File: src/hdl/soc_mem_pkg.sv
// address window bits, instruction cache geometry, pwm register map and widths
package soc_mem_pkg;

    // data address window bits
    localparam int mem_win_bit   = 30; // main memory
    localparam int per_win_bit   = 29; // peripherals, only while timer bit is clear
    localparam int timer_win_bit = 28; // free-running timer

    // instruction cache, one 32-bit word per line
    localparam int ic_lines   = 16;
    localparam int ic_index_w = 4;  // fetch address bits 5:2
    localparam int ic_tag_w   = 26; // fetch address bits 31:6

    // pwm
    localparam int pwm_w = 16; // period, duty and counter width

    localparam logic [3:0] pwm_period_off = 4'h0;
    localparam logic [3:0] pwm_duty0_off  = 4'h4;
    localparam logic [3:0] pwm_duty1_off  = 4'h8;

endpackage

File: src/hdl/instr_cache.sv
// direct-mapped instruction cache, one word per line, with refill request
`timescale 1ns/1ps

module instr_cache (
    input  logic        clk_i,
    input  logic        rst_i,

    input  logic [31:0] fetch_addr_i,
    output logic [31:0] instr_o,
    output logic        instr_wait_o,

    output logic        refill_req_o,
    output logic [31:0] refill_addr_o,
    input  logic        refill_done_i,
    input  logic [31:0] refill_data_i
);

    logic [soc_mem_pkg::ic_index_w-1:0] fetch_idx;
    logic [soc_mem_pkg::ic_tag_w-1:0]   fetch_tag;
    logic [soc_mem_pkg::ic_index_w-1:0] fill_idx;
    logic [soc_mem_pkg::ic_tag_w-1:0]   fill_tag;

    logic [soc_mem_pkg::ic_lines-1:0]   valid_q;
    logic [soc_mem_pkg::ic_tag_w-1:0]   tag_mem  [soc_mem_pkg::ic_lines];
    logic [31:0]                        data_mem [soc_mem_pkg::ic_lines];

    logic        hit;
    logic        refill_req_q;
    logic [31:0] refill_addr_q;

    assign fetch_idx = fetch_addr_i[2 +: soc_mem_pkg::ic_index_w];
    assign fetch_tag = fetch_addr_i[31 -: soc_mem_pkg::ic_tag_w];
    assign fill_idx  = refill_addr_q[2 +: soc_mem_pkg::ic_index_w];
    assign fill_tag  = refill_addr_q[31 -: soc_mem_pkg::ic_tag_w];

    assign hit          = valid_q[fetch_idx] && (tag_mem[fetch_idx] == fetch_tag);
    assign instr_o      = data_mem[fetch_idx];
    assign instr_wait_o = !hit;

    assign refill_req_o  = refill_req_q;
    assign refill_addr_o = refill_addr_q;

    // request and valid bits
    always_ff @(posedge clk_i) begin
        if (rst_i) begin
            valid_q      <= '0;
            refill_req_q <= 1'b0;
        end else begin
            if (refill_done_i) begin
                valid_q[fill_idx] <= 1'b1;
                refill_req_q      <= 1'b0; // line is a hit next cycle
            end else if (!refill_req_q && !hit) begin
                refill_req_q <= 1'b1;
            end
        end
    end

    // refill address and line arrays
    always_ff @(posedge clk_i) begin
        if (!refill_req_q && !hit) begin
            refill_addr_q <= {fetch_addr_i[31:2], 2'b00}; // word aligned
        end
        if (refill_done_i) begin
            tag_mem[fill_idx]  <= fill_tag;
            data_mem[fill_idx] <= refill_data_i;
        end
    end

    a_refill_addr_stable: assert property (
        @(posedge clk_i) disable iff (rst_i)
        refill_req_o && !refill_done_i |=> $stable(refill_addr_o)
    ) else $error("refill address changed while request held");

endmodule

File: src/hdl/mem_controller.sv
// iomem arbiter for cache refill and data ports, plus free-running timer
`timescale 1ns/1ps

module mem_controller (
    input  logic        clk_i,
    input  logic        rst_i,

    input  logic        refill_req_i,
    input  logic [31:0] refill_addr_i,
    output logic        refill_done_o,
    output logic [31:0] refill_data_o,

    input  logic        data_req_i,
    input  logic [31:0] data_addr_i,
    input  logic [31:0] data_wdata_i,
    input  logic [3:0]  data_mask_i,
    input  logic        data_we_i,
    output logic        data_stall_o,
    output logic [31:0] data_rdata_o,

    output logic [31:0] timer_o,

    output logic        iomem_valid_o,
    output logic [3:0]  iomem_wstrb_o,
    output logic [31:0] iomem_addr_o,
    output logic [31:0] iomem_wdata_o,
    input  logic        iomem_ready_i,
    input  logic [31:0] iomem_rdata_i
);

    typedef enum logic [1:0] {
        st_idle,
        st_refill,
        st_data
    } grant_state_t;

    grant_state_t state_q;

    logic        iomem_valid_q;
    logic [3:0]  iomem_wstrb_q;
    logic [31:0] iomem_addr_q;
    logic [31:0] iomem_wdata_q;
    logic [31:0] rdata_q;
    logic        refill_done_q;
    logic        data_ack_q;
    logic [31:0] timer_q;

    logic        grant_data;
    logic        grant_refill;
    logic        bus_done;

    // data wins when both are pending, ack cycles are not requests
    assign grant_data   = (state_q == st_idle) && data_req_i && !data_ack_q;
    assign grant_refill = (state_q == st_idle) && !grant_data
                          && refill_req_i && !refill_done_q;
    assign bus_done     = iomem_valid_q && iomem_ready_i;

    assign iomem_valid_o = iomem_valid_q;
    assign iomem_wstrb_o = iomem_wstrb_q;
    assign iomem_addr_o  = iomem_addr_q;
    assign iomem_wdata_o = iomem_wdata_q;

    assign refill_done_o = refill_done_q;
    assign refill_data_o = rdata_q;
    assign data_stall_o  = data_req_i && !data_ack_q;
    assign data_rdata_o  = rdata_q;
    assign timer_o       = timer_q;

    always_ff @(posedge clk_i) begin
        if (rst_i) begin
            state_q       <= st_idle;
            iomem_valid_q <= 1'b0;
            refill_done_q <= 1'b0;
            data_ack_q    <= 1'b0;
            timer_q       <= '0;
        end else begin
            timer_q       <= timer_q + 32'd1;
            refill_done_q <= 1'b0; // one-cycle pulses
            data_ack_q    <= 1'b0;
            case (state_q)
                st_idle: begin
                    if (grant_data) begin
                        state_q       <= st_data;
                        iomem_valid_q <= 1'b1;
                    end else if (grant_refill) begin
                        state_q       <= st_refill;
                        iomem_valid_q <= 1'b1;
                    end
                end
                st_refill: begin
                    if (bus_done) begin
                        state_q       <= st_idle;
                        iomem_valid_q <= 1'b0;
                        refill_done_q <= 1'b1;
                    end
                end
                st_data: begin
                    if (bus_done) begin
                        state_q       <= st_idle;
                        iomem_valid_q <= 1'b0;
                        data_ack_q    <= 1'b1;
                    end
                end
                default: begin
                    state_q       <= st_idle;
                    iomem_valid_q <= 1'b0;
                end
            endcase
        end
    end

    // bus fields and response word
    always_ff @(posedge clk_i) begin
        if (grant_data) begin
            iomem_addr_q  <= data_addr_i;
            iomem_wstrb_q <= data_we_i ? data_mask_i : 4'b0000; // zero strobe is a read
            iomem_wdata_q <= data_wdata_i;
        end else if (grant_refill) begin
            iomem_addr_q  <= refill_addr_i;
            iomem_wstrb_q <= 4'b0000;
            iomem_wdata_q <= '0;
        end
        if (bus_done) begin
            rdata_q <= iomem_rdata_i;
        end
    end

    a_iomem_stable: assert property (
        @(posedge clk_i) disable iff (rst_i)
        iomem_valid_o && !iomem_ready_i |=> iomem_valid_o
            && $stable(iomem_addr_o) && $stable(iomem_wstrb_o) && $stable(iomem_wdata_o)
    ) else $error("iomem fields changed before ready");

    a_one_response: assert property (
        @(posedge clk_i) disable iff (rst_i)
        !(refill_done_o && data_req_i && data_ack_q)
    ) else $error("refill and data responses in the same cycle");

endmodule

File: src/hdl/pwm_regs.sv
// pwm period and duty registers, byte-masked writes and read back
`timescale 1ns/1ps

module pwm_regs (
    input  logic                         clk_i,
    input  logic                         rst_i,

    input  logic                         wr_i,
    input  logic                         sel_i,
    input  logic [3:0]                   addr_i,
    input  logic [31:0]                  wdata_i,
    input  logic [3:0]                   mask_i,
    output logic [31:0]                  rdata_o,

    output logic [soc_mem_pkg::pwm_w-1:0] period_o,
    output logic [soc_mem_pkg::pwm_w-1:0] duty0_o,
    output logic [soc_mem_pkg::pwm_w-1:0] duty1_o
);

    logic [soc_mem_pkg::pwm_w-1:0] period_q;
    logic [soc_mem_pkg::pwm_w-1:0] duty0_q;
    logic [soc_mem_pkg::pwm_w-1:0] duty1_q;
    logic                          wr_en;

    // only the byte lanes that exist in a register take effect
    function automatic logic [soc_mem_pkg::pwm_w-1:0] merge_bytes(
        input logic [soc_mem_pkg::pwm_w-1:0] cur,
        input logic [31:0]                   wd,
        input logic [3:0]                    m
    );
        logic [soc_mem_pkg::pwm_w-1:0] res;
        res = cur;
        for (int b = 0; b < soc_mem_pkg::pwm_w / 8; b++) begin
            if (m[b]) begin
                res[8*b +: 8] = wd[8*b +: 8];
            end
        end
        return res;
    endfunction

    assign wr_en    = sel_i && wr_i;
    assign period_o = period_q;
    assign duty0_o  = duty0_q;
    assign duty1_o  = duty1_q;

    always_ff @(posedge clk_i) begin
        if (rst_i) begin
            period_q <= '0;
            duty0_q  <= '0;
            duty1_q  <= '0;
        end else if (wr_en) begin
            case (addr_i)
                soc_mem_pkg::pwm_period_off: period_q <= merge_bytes(period_q, wdata_i, mask_i);
                soc_mem_pkg::pwm_duty0_off:  duty0_q  <= merge_bytes(duty0_q, wdata_i, mask_i);
                soc_mem_pkg::pwm_duty1_off:  duty1_q  <= merge_bytes(duty1_q, wdata_i, mask_i);
                default: ; // unmapped offset ignored
            endcase
        end
    end

    always_comb begin
        case (addr_i)
            soc_mem_pkg::pwm_period_off: rdata_o = 32'(period_q);
            soc_mem_pkg::pwm_duty0_off:  rdata_o = 32'(duty0_q);
            soc_mem_pkg::pwm_duty1_off:  rdata_o = 32'(duty1_q);
            default:                     rdata_o = '0;
        endcase
    end

endmodule

File: src/hdl/pwm_gen.sv
// two pwm channels on one shared period counter
`timescale 1ns/1ps

module pwm_gen (
    input  logic                          clk_i,
    input  logic                          rst_i,

    input  logic [soc_mem_pkg::pwm_w-1:0] period_i,
    input  logic [soc_mem_pkg::pwm_w-1:0] duty0_i,
    input  logic [soc_mem_pkg::pwm_w-1:0] duty1_i,

    output logic                          pwm0_o,
    output logic                          pwm1_o
);

    logic [soc_mem_pkg::pwm_w-1:0] cnt_q;
    logic                          pwm0_q;
    logic                          pwm1_q;

    assign pwm0_o = pwm0_q;
    assign pwm1_o = pwm1_q;

    always_ff @(posedge clk_i) begin
        if (rst_i) begin
            cnt_q  <= '0;
            pwm0_q <= 1'b0;
            pwm1_q <= 1'b0;
        end else begin
            if (cnt_q >= period_i) begin
                cnt_q <= '0; // also recovers when period shrinks
            end else begin
                cnt_q <= cnt_q + 1'b1;
            end
            pwm0_q <= (cnt_q < duty0_i);
            pwm1_q <= (cnt_q < duty1_i);
        end
    end

endmodule

File: src/hdl/soc_mem_top.sv
// memory and i/o subsystem top, data window decode, response muxing, instances
`timescale 1ns/1ps

module soc_mem_top (
    input  logic        clk_i,
    input  logic        rst_i,

    input  logic [31:0] fetch_addr_i,
    output logic [31:0] instr_o,
    output logic        instr_wait_o,

    input  logic        data_sel_i,
    input  logic [31:0] data_addr_i,
    input  logic [31:0] data_wdata_i,
    input  logic [3:0]  data_mask_i,
    input  logic        data_we_i,
    output logic        data_stall_o,
    output logic [31:0] data_rdata_o,

    output logic        iomem_valid_o,
    input  logic        iomem_ready_i,
    output logic [3:0]  iomem_wstrb_o,
    output logic [31:0] iomem_addr_o,
    output logic [31:0] iomem_wdata_o,
    input  logic [31:0] iomem_rdata_i,

    output logic        pwm0_o,
    output logic        pwm1_o
);

    logic        refill_req;
    logic [31:0] refill_addr;
    logic        refill_done;
    logic [31:0] refill_data;

    logic        mem_sel;
    logic        mem_stall;
    logic [31:0] mem_rdata;
    logic [31:0] timer_val;

    logic        per_sel;
    logic [31:0] per_rdata;

    logic [soc_mem_pkg::pwm_w-1:0] pwm_period;
    logic [soc_mem_pkg::pwm_w-1:0] pwm_duty0;
    logic [soc_mem_pkg::pwm_w-1:0] pwm_duty1;

    assign mem_sel = data_sel_i && data_addr_i[soc_mem_pkg::mem_win_bit];
    assign per_sel = data_sel_i && data_addr_i[soc_mem_pkg::per_win_bit]
                     && !data_addr_i[soc_mem_pkg::timer_win_bit];

    // memory first, then timer, then peripherals; only memory stalls
    assign data_stall_o = data_addr_i[soc_mem_pkg::mem_win_bit] ? mem_stall : 1'b0;
    assign data_rdata_o = data_addr_i[soc_mem_pkg::mem_win_bit]   ? mem_rdata :
                          data_addr_i[soc_mem_pkg::timer_win_bit] ? timer_val :
                                                                    per_rdata;

    instr_cache u_icache (
        .clk_i         (clk_i),
        .rst_i         (rst_i),
        .fetch_addr_i  (fetch_addr_i),
        .instr_o       (instr_o),
        .instr_wait_o  (instr_wait_o),
        .refill_req_o  (refill_req),
        .refill_addr_o (refill_addr),
        .refill_done_i (refill_done),
        .refill_data_i (refill_data)
    );

    mem_controller u_memctl (
        .clk_i         (clk_i),
        .rst_i         (rst_i),
        .refill_req_i  (refill_req),
        .refill_addr_i (refill_addr),
        .refill_done_o (refill_done),
        .refill_data_o (refill_data),
        .data_req_i    (mem_sel),
        .data_addr_i   (data_addr_i),
        .data_wdata_i  (data_wdata_i),
        .data_mask_i   (data_mask_i),
        .data_we_i     (data_we_i),
        .data_stall_o  (mem_stall),
        .data_rdata_o  (mem_rdata),
        .timer_o       (timer_val),
        .iomem_valid_o (iomem_valid_o),
        .iomem_wstrb_o (iomem_wstrb_o),
        .iomem_addr_o  (iomem_addr_o),
        .iomem_wdata_o (iomem_wdata_o),
        .iomem_ready_i (iomem_ready_i),
        .iomem_rdata_i (iomem_rdata_i)
    );

    pwm_regs u_pwm_regs (
        .clk_i    (clk_i),
        .rst_i    (rst_i),
        .wr_i     (data_we_i),
        .sel_i    (per_sel),
        .addr_i   (data_addr_i[3:0]),
        .wdata_i  (data_wdata_i),
        .mask_i   (data_mask_i),
        .rdata_o  (per_rdata),
        .period_o (pwm_period),
        .duty0_o  (pwm_duty0),
        .duty1_o  (pwm_duty1)
    );

    pwm_gen u_pwm_gen (
        .clk_i    (clk_i),
        .rst_i    (rst_i),
        .period_i (pwm_period),
        .duty0_i  (pwm_duty0),
        .duty1_i  (pwm_duty1),
        .pwm0_o   (pwm0_o),
        .pwm1_o   (pwm1_o)
    );

endmodule

File: config.mk
export PLATFORM = sky130hd
export DESIGN_NAME = soc_mem_top
export DESIGN_NICKNAME = d
export VERILOG_FILES = /design/src/hdl/soc_mem_pkg.sv /design/src/hdl/instr_cache.sv /design/src/hdl/mem_controller.sv /design/src/hdl/pwm_regs.sv /design/src/hdl/pwm_gen.sv /design/src/hdl/soc_mem_top.sv
export SDC_FILE = /design/constraint.sdc
export NUM_CORES = 1
export LEC_CHECK = 0
export BUFFER_PORTS_ARGS = -buffer_cell sky130_fd_sc_hd__buf_4
export CAP_MARGIN = 20
export CORE_MARGIN = 10
export CORE_UTILIZATION = 35
export DETAILED_ROUTE_END_ITERATION = 8
export GPL_TIMING_DRIVEN = 0
export SLEW_MARGIN = 20
export SYNTH_ARGS = -nofsm -noshare
export SYNTH_HDL_FRONTEND = slang
export SYNTH_SLANG_ARGS = --single-unit
File: constraint.sdc
create_clock -name clk_i -period 15.7 [get_ports clk_i]
set_input_delay 3.925 -clock clk_i [delete_from_list [all_inputs] [get_ports clk_i]]
set_output_delay 3.925 -clock clk_i [all_outputs]
set_load 0.01 [all_outputs]
Word-level counts from Yosys, hierarchy flattened
Memory sizes are Yosys's and may differ from the RTL's.
Cells that the tools add are included.
{"block": "totals", "mem_bits_rw": 928, "n_memories": 2, "word_cells": 102, "out_inout_bits": 137, "regBits": 250}
{"block": "classes", "n_reduce_logical": 35, "add_sub_neg": 2, "eq_ne": 7, "n_mux": 26, "n_lt_le_gt_ge": 6, "n_bitwise": 3}
{"name": "u_icache.data_mem", "depth": 16, "word_bits": 32, "rd": 1, "rd_clocked_by_memory_dff": 0, "write_ports": 1, "line_no": "instr_cache.sv:25", "source": "logic [31:0] data_mem [soc_mem_pkg::ic_lines];"}
{"name": "u_icache.tag_mem", "depth": 16, "word_bits": 26, "rd": 1, "rd_clocked_by_memory_dff": 0, "write_ports": 1, "line_no": "instr_cache.sv:24", "source": "logic [soc_mem_pkg::ic_tag_w-1:0] tag_mem [soc_mem_pkg::ic_lines];"}
{"cell": "32-bit 2-to-1 mux", "count": 6}
{"cell": "16-bit one-hot mux with 3 select lines", "count": 1}
{"cell": "32-bit by 1-bit adder with 32-bit output (second input constant)", "count": 1}
{"cell": "16-bit less-than comparator", "count": 2}
{"cell": "26-bit equality test", "count": 1}
{"cell": "3-bit AND reduction", "count": 6}
{"cell": "16-bit by 1-bit adder with 16-bit output (second input constant)", "count": 1}
{"cell": "16-bit >= comparator", "count": 1}
{"cell": "16-bit bitwise OR", "count": 1}
{"cell": "1-bit logical AND", "count": 14}
{"cell": "4-bit 2-to-1 mux", "count": 3}
{"cell": "4-bit by 5-bit less-than comparator with 1-bit output (second input constant)", "count": 2}
{"cell": "2-bit OR reduction", "count": 5}
{"cell": "1-bit 2-to-1 mux", "count": 9}
{"cell": "1-bit logical NOT", "count": 6}
{"cell": "2-bit 2-to-1 mux", "count": 3}
{"cell": "1-bit binary-select mux with 4-bit select", "count": 1}
{"cell": "1-bit demux with 4-bit select", "count": 1}
{"cell": "4-bit by 3-bit equality test with 1-bit output (second input constant)", "count": 1}
{"cell": "4-bit equality test (second input constant)", "count": 1}
{"cell": "4-bit by 1-bit >= comparator with 1-bit output (second input constant)", "count": 1}
{"cell": "4-bit logical NOT", "count": 1}
{"cell": "2-bit one-hot mux with 2 select lines", "count": 1}
{"cell": "3-bit by 1-bit inequality test with 1-bit output (second input constant)", "count": 1}
{"cell": "8 further kinds", "count": 9}

Longest topological paths before layout
{"block": "depth", "depth_word": 10, "ltp_mapped": 12, "depth_no_buf": 10}

Hierarchy
From an unflattened synthesis, not the netlist that was laid out.
{"block": "hier_totals", "hier_cells": 2595, "hier_area_um2": 47858.4}
{"mod": "instr_cache", "seq_area_each_um2": 29107.9, "cells_each": 1604, "instances": 1, "area_per_inst_um2": 37314.5}
{"mod": "mem_controller", "seq_area_each_um2": 3743.6, "cells_each": 413, "instances": 1, "area_per_inst_um2": 5594.1}
{"mod": "pwm_regs", "seq_area_each_um2": 960.9, "cells_each": 233, "instances": 1, "area_per_inst_um2": 2364.8}
{"mod": "pwm_gen", "seq_area_each_um2": 360.3, "cells_each": 234, "instances": 1, "area_per_inst_um2": 1856.8}
{"mod": "soc_mem_top", "seq_area_each_um2": 0.0, "cells_each": 111, "instances": 1, "area_per_inst_um2": 728.2}

Worst setup path before layout
OpenSTA, ideal clock, no wires.
{"block": "synth_timing", "path_type": "in2out", "startpoint": "input fetch_addr_i[3]", "endpoint": "output instr_o[0]", "path_buffers": 7, "setup_slack_ps": 5327, "cell_stages": 9, "arrival_time_ps": 6448, "required_ps": 11775, "path_cell_list": "buf_2 > buf_2 > buf_4 > buf_2 > buf_6 > clkbuf_1 > buf_1 > mux4_2 > mux4_2"}
{"block": "synth_via", "elab_chain_len": 1}
{"element": "from (decl)", "line_no": "soc_mem_top.sv:8", "source": "input logic [31:0] fetch_addr_i,"}
{"element": "memory 16 x 32 bit"}
{"element": "to (decl)", "line_no": "soc_mem_top.sv:9", "source": "output logic [31:0] instr_o,"}
Every way passes these cells.

Worst setup path after layout
{"block": "layout_timing", "startpoint": "input fetch_addr_i[3]", "endpoint": "output instr_o[28]"}
The elaborated chain is that of the path after synthesis.

==> results.py <==
metrics = {
    "min_path": {
        "hold_path_end": "u_icache.valid_q[3]",
        "min_path_cells": 2,
        "holdCritStartpoint": "u_icache.valid_q[3]",
        "hold_class": "flip-flop to flip-flop",
    },
    "sta": {
        "fin_worst_hold_slack_ns": 0.4703,
        "maxClockFrequency_mhz": 81.33,
        "slew_headroom": 0.2127,
        "setup_viol": 0,
        "min_period_ns": 12.30,
        "timing_max_transition_violations_final": 0,
        "rsz0062_at_grt": "false",
        "hold_violations": 0,
        "worst_pin_slew_ns": 1.172,
        "tns_ns": 0,
        "post_route_fraction_of_the_period_consumed_by_the_critical_path": 0.7832,
        "fin_skew_ns": 0.02938,
    },
    "routing": {
        "top_signal_layer_used": "met5",
        "route.antenna.remaining_nets": 0,
        "wl_met3_mm": 9.690,
        "dr_wl_met2_mm": 61.70,
        "drt-vias-per-instance": 5.246,
        "wirelength_mm": 129.6,
        "drc": 0,
        "drt_iter0_drc": 2791,
        "wl_met1_mm": 55.46,
        "drt_pass1_iterations": 5,
        "vias_after_detailed_routing": 25010,
        "routed_wire_length_per_instance_um": 27.19,
    },
    "setup_path": {
        "critPathArrivalTime_ns": 8.37,
        "worstSetupPathType": "input port to primary output",
        "crit-reg2reg-launch": "u_icache.tag_mem[5][8]",
        "timing.critical_path.fanout_max": 10,
        "timing.rr.end": "u_icache.refill_addr_o[20]",
        "worst_r2r_path_depth": 9,
        "timing.critical_path.from": "fetch_addr_i[3]",
        "critical_path_required_ns": 11.77,
        "crit_path_end_kind": "primary output",
        "worst_setup_path_start_kind": "input port",
        "reg2reg_slack_ns": 11.77,
    },
    "yosys": {
        "sequential_to_total_area_share_from_yosys_stat": 0.7329,
        "netlist_area_um2": 46630,
        "most_used_dff_post_synth": "sky130_fd_sc_hd__edfxtp_1",
        "post_synth_edffs": 1058,
        "synth_area_per_cell_um2": 19.31,
        "synth.lib_cells_used.distinct": 60,
        "synth_cells": 2415,
        "synth.ff_latch_count": 1178,
        "synth-async-reset-ratio": 0,
        "yosysWarningCount": 0,
        "syn-num-nets": 2603,
    },
    "status": {
        "run_status": "complete, no violations",
    },
    "placement": {
        "finalWeightedCongestion": 0.8234,
        "placedCellCount": 4540,
        "dp.final_hpwl_mm": 90.65,
        "placement.io_buffers": 269,
    },
    "floorplan": {
        "num_rows": 133,
        "die_area_um2": 148200,
        "design.portCount": 274,
        "core_region_area_um2": 132000,
        "die-height_um": 385,
        "start_util": 0.3533,
        "die-width_um": 385,
    },
    "clocking": {
        "worst_skew_pair.late_latency_ns": 0.73,
        "cts-root-buf": "sky130_fd_sc_hd__clkbuf_16",
        "cts_num_sinks": 1178,
        "clock_tree.buffer_depth": 3,
        "cts.hold.buffers_added": 0,
        "cts_max_level": 3,
        "cts_inserted_buffers": 119,
        "cts_post_setup_buffers_inserted": 0,
        "clkTransAtPathRegs_ns": 0.06,
        "ctsResizeCount": 0,
        "tritoncts": "yes",
    },
    "global_routing": {
        "antenna_found_initial": 4,
        "wire_length_of_the_first_global_routing_pass_mm": 185.0,
        "globalRouteTotalUtil": 0.1720,
        "grt_remaining_overflow": 0,
        "vias_in_the_first_global_route": 25220,
        "largest_net_degree_at_the_start_of_global_routing": 26,
    },
    "final_layout": {
        "final_cell_mix": "sky130_fd_sc_hd__edfxtp_1 (1,058), sky130_fd_sc_hd__buf_4 (307), sky130_fd_sc_hd__mux4_2 (250)",
        "layout.filler_cells": 11480,
        "nets": 3094,
        "syn_to_final_growth_pct": 21.30,
        "post_layout_instance_count_excluding_filler_cells": 4767,
        "mostFrequentLayoutCell": "sky130_fd_sc_hd__edfxtp_1",
        "drive_above_1_share": 0.2987,
    },
    "run": {
        "cap_viol_max_count": 0,
    },
    "power_and_ir_drop": {
        "leakage_nw": 19.18,
        "powerDensity_nw_per_um2": 119.7,
        "vdd.ir_drop.worst_v": 0.00009149,
    },
}
## layer usage
| layer | up-vias | track usage |
|---|---|---|
| li1 | 10730 | - |
| met1 | 13170 | 0.2382 |
| met2 | 942 | 0.2755 |
| met3 | 162 | 0.03406 |
| met4 | 4 | 0.04661 |
| met5 | - | 0 |
## how the worst max path moves through the flow
| stage | slack [ns] | to |
|---|---|---|
| 2_1_floorplan | 5.33 | instr_o[0] |
| 3_3_place_gp | 3.39 | instr_o[5] |
| 3_5_place_dp | 3.36 | instr_o[5] |
| 4_1_cts | 3.34 | instr_o[5] |
| 5_1_grt | 3.32 | instr_o[3] |
| 6_report | 3.40 | instr_o[28] |
## state kept, by name, indices dropped and copies added, names as in the netlist
name / cells
u_memctl.state_q: 2
u_pwm_regs.duty1_o: 16
u_pwm_regs.period_o: 16
u_pwm_gen.cnt_q: 16
u_memctl.iomem_wdata_o: 32
u_pwm_gen.pwm1_o: 1
u_memctl.iomem_wstrb_o: 4
u_memctl.timer_o: 32
u_pwm_gen.pwm0_o: 1
u_memctl.data_rdata_o: 32
u_icache.valid_q: 16
u_icache.refill_addr_o: 30
u_icache.tag_mem: 416
u_memctl.refill_done_o: 1
u_icache.data_mem: 512
u_memctl.iomem_valid_o: 1
u_memctl.iomem_addr_o: 32
u_icache.refill_req_o: 1
u_pwm_regs.duty0_o: 16
u_memctl.data_ack_q: 1
## power by group
group	switching, mW	internal, mW
combinational	0.237	0.194
sequential	0.0615	3.48
clock	1.20	1.60
total	1.49	5.28
## worst max-delay path, stage by stage
cell and delay, ns:
sky130_fd_sc_hd__buf_4 0.09, sky130_fd_sc_hd__buf_2 0.30, sky130_fd_sc_hd__buf_2 0.47, sky130_fd_sc_hd__buf_4 0.35
sky130_fd_sc_hd__buf_2 0.46, sky130_fd_sc_hd__buf_6 0.27, sky130_fd_sc_hd__clkbuf_1 0.53, sky130_fd_sc_hd__buf_1 0.77
sky130_fd_sc_hd__mux4_2 0.42, sky130_fd_sc_hd__mux4_2 0.56, sky130_fd_sc_hd__buf_4 0.18
## cell usage after synthesis (6+ instances only)
library cell | number | area, µm²
sky130_fd_sc_hd__buf_1 | 14 | 52.55
sky130_fd_sc_hd__buf_2 | 24 | 120.1
sky130_fd_sc_hd__edfxtp_1 | 1058 | 31770
sky130_fd_sc_hd__nor4_1 | 6 | 37.54
sky130_fd_sc_hd__clkbuf_1 | 49 | 183.9
sky130_fd_sc_hd__a21o_1 | 18 | 135.1
sky130_fd_sc_hd__inv_1 | 58 | 217.7
sky130_fd_sc_hd__dfxtp_1 | 120 | 2402
sky130_fd_sc_hd__o211ai_1 | 6 | 45.04
sky130_fd_sc_hd__nor2_1 | 142 | 533.0
sky130_fd_sc_hd__nand2b_1 | 8 | 50.05
sky130_fd_sc_hd__mux4_2 | 250 | 5630
sky130_fd_sc_hd__and3_1 | 12 | 75.07
sky130_fd_sc_hd__xnor2_1 | 26 | 227.7
sky130_fd_sc_hd__a21oi_1 | 55 | 275.3
sky130_fd_sc_hd__mux2_2 | 32 | 360.4
sky130_fd_sc_hd__a22o_1 | 20 | 175.2
sky130_fd_sc_hd__and2_1 | 36 | 225.2
sky130_fd_sc_hd__nor2b_1 | 9 | 56.30
sky130_fd_sc_hd__mux2i_1 | 101 | 1011
sky130_fd_sc_hd__ha_1 | 51 | 638.1
sky130_fd_sc_hd__o21ai_0 | 29 | 145.1
sky130_fd_sc_hd__mux4_1 | 21 | 551.8
sky130_fd_sc_hd__o221ai_1 | 17 | 148.9
sky130_fd_sc_hd__nor3_1 | 11 | 55.05
sky130_fd_sc_hd__nand3_1 | 27 | 135.1
sky130_fd_sc_hd__buf_6 | 9 | 101.4
sky130_fd_sc_hd__nand2_1 | 93 | 349.1
sky130_fd_sc_hd__xor2_1 | 43 | 376.6
sky130_fd_sc_hd__buf_4 | 7 | 52.55
sky130_fd_sc_hd__nand4_1 | 16 | 100.1
## logic make-up (layout without fill, tap and decap cells)
| logic type | after synthesis | in the layout | synth area share |
|---|---|---|---|
| flip-flops | 1178 | 1178 | 0.7329 |
| multiplexers | 404 | 404 | 0.1620 |
| AND/OR/NAND/NOR | 381 | 381 | 0.03813 |
| AO/OA/AOI/OAI | 167 | 167 | 0.02391 |
| buffers and inverters | 165 | 760 | 0.01645 |
| XOR/XNOR | 69 | 69 | 0.01296 |
| adder cells (fa/ha/maj) | 51 | 51 | 0.01368 |
| other | 0 | 2 | 0 |
## through the flow
stage,utilization,total power [mW],setup WS [ns],area [µm²]
3_3_place_gp,0.3853,4.034,3.390,50840
2_1_floorplan,-,3.796,5.327,46630
6_report,0.4286,6.770,3.404,56560
5_1_grt,0.4286,6.976,3.316,56550
4_1_cts,0.4286,6.829,3.345,56550
3_5_place_dp,0.3993,4.047,3.365,52690
## layout make-up
| cell class | instances | area [µm²] | share of cell area |
|---|---|---|---|
| diodes | 2 | 5.005 | 0.00008849 |
| plain buffers | 106 | 553.0 | 0.009778 |
| clock buffers | 160 | 3294 | 0.05825 |
| clock inverters | 65 | 571.8 | 0.01011 |
| inverters | 59 | 221.5 | 0.003916 |
| multi-input cells | 1072 | 11830 | 0.2092 |
| flip-flops and latches | 1178 | 34170 | 0.6042 |
| well taps | 1755 | 2196 | 0.03882 |
| repair buffers | 370 | 3712 | 0.06564 |
No activity file was read; power rests on OpenSTA's default activity.
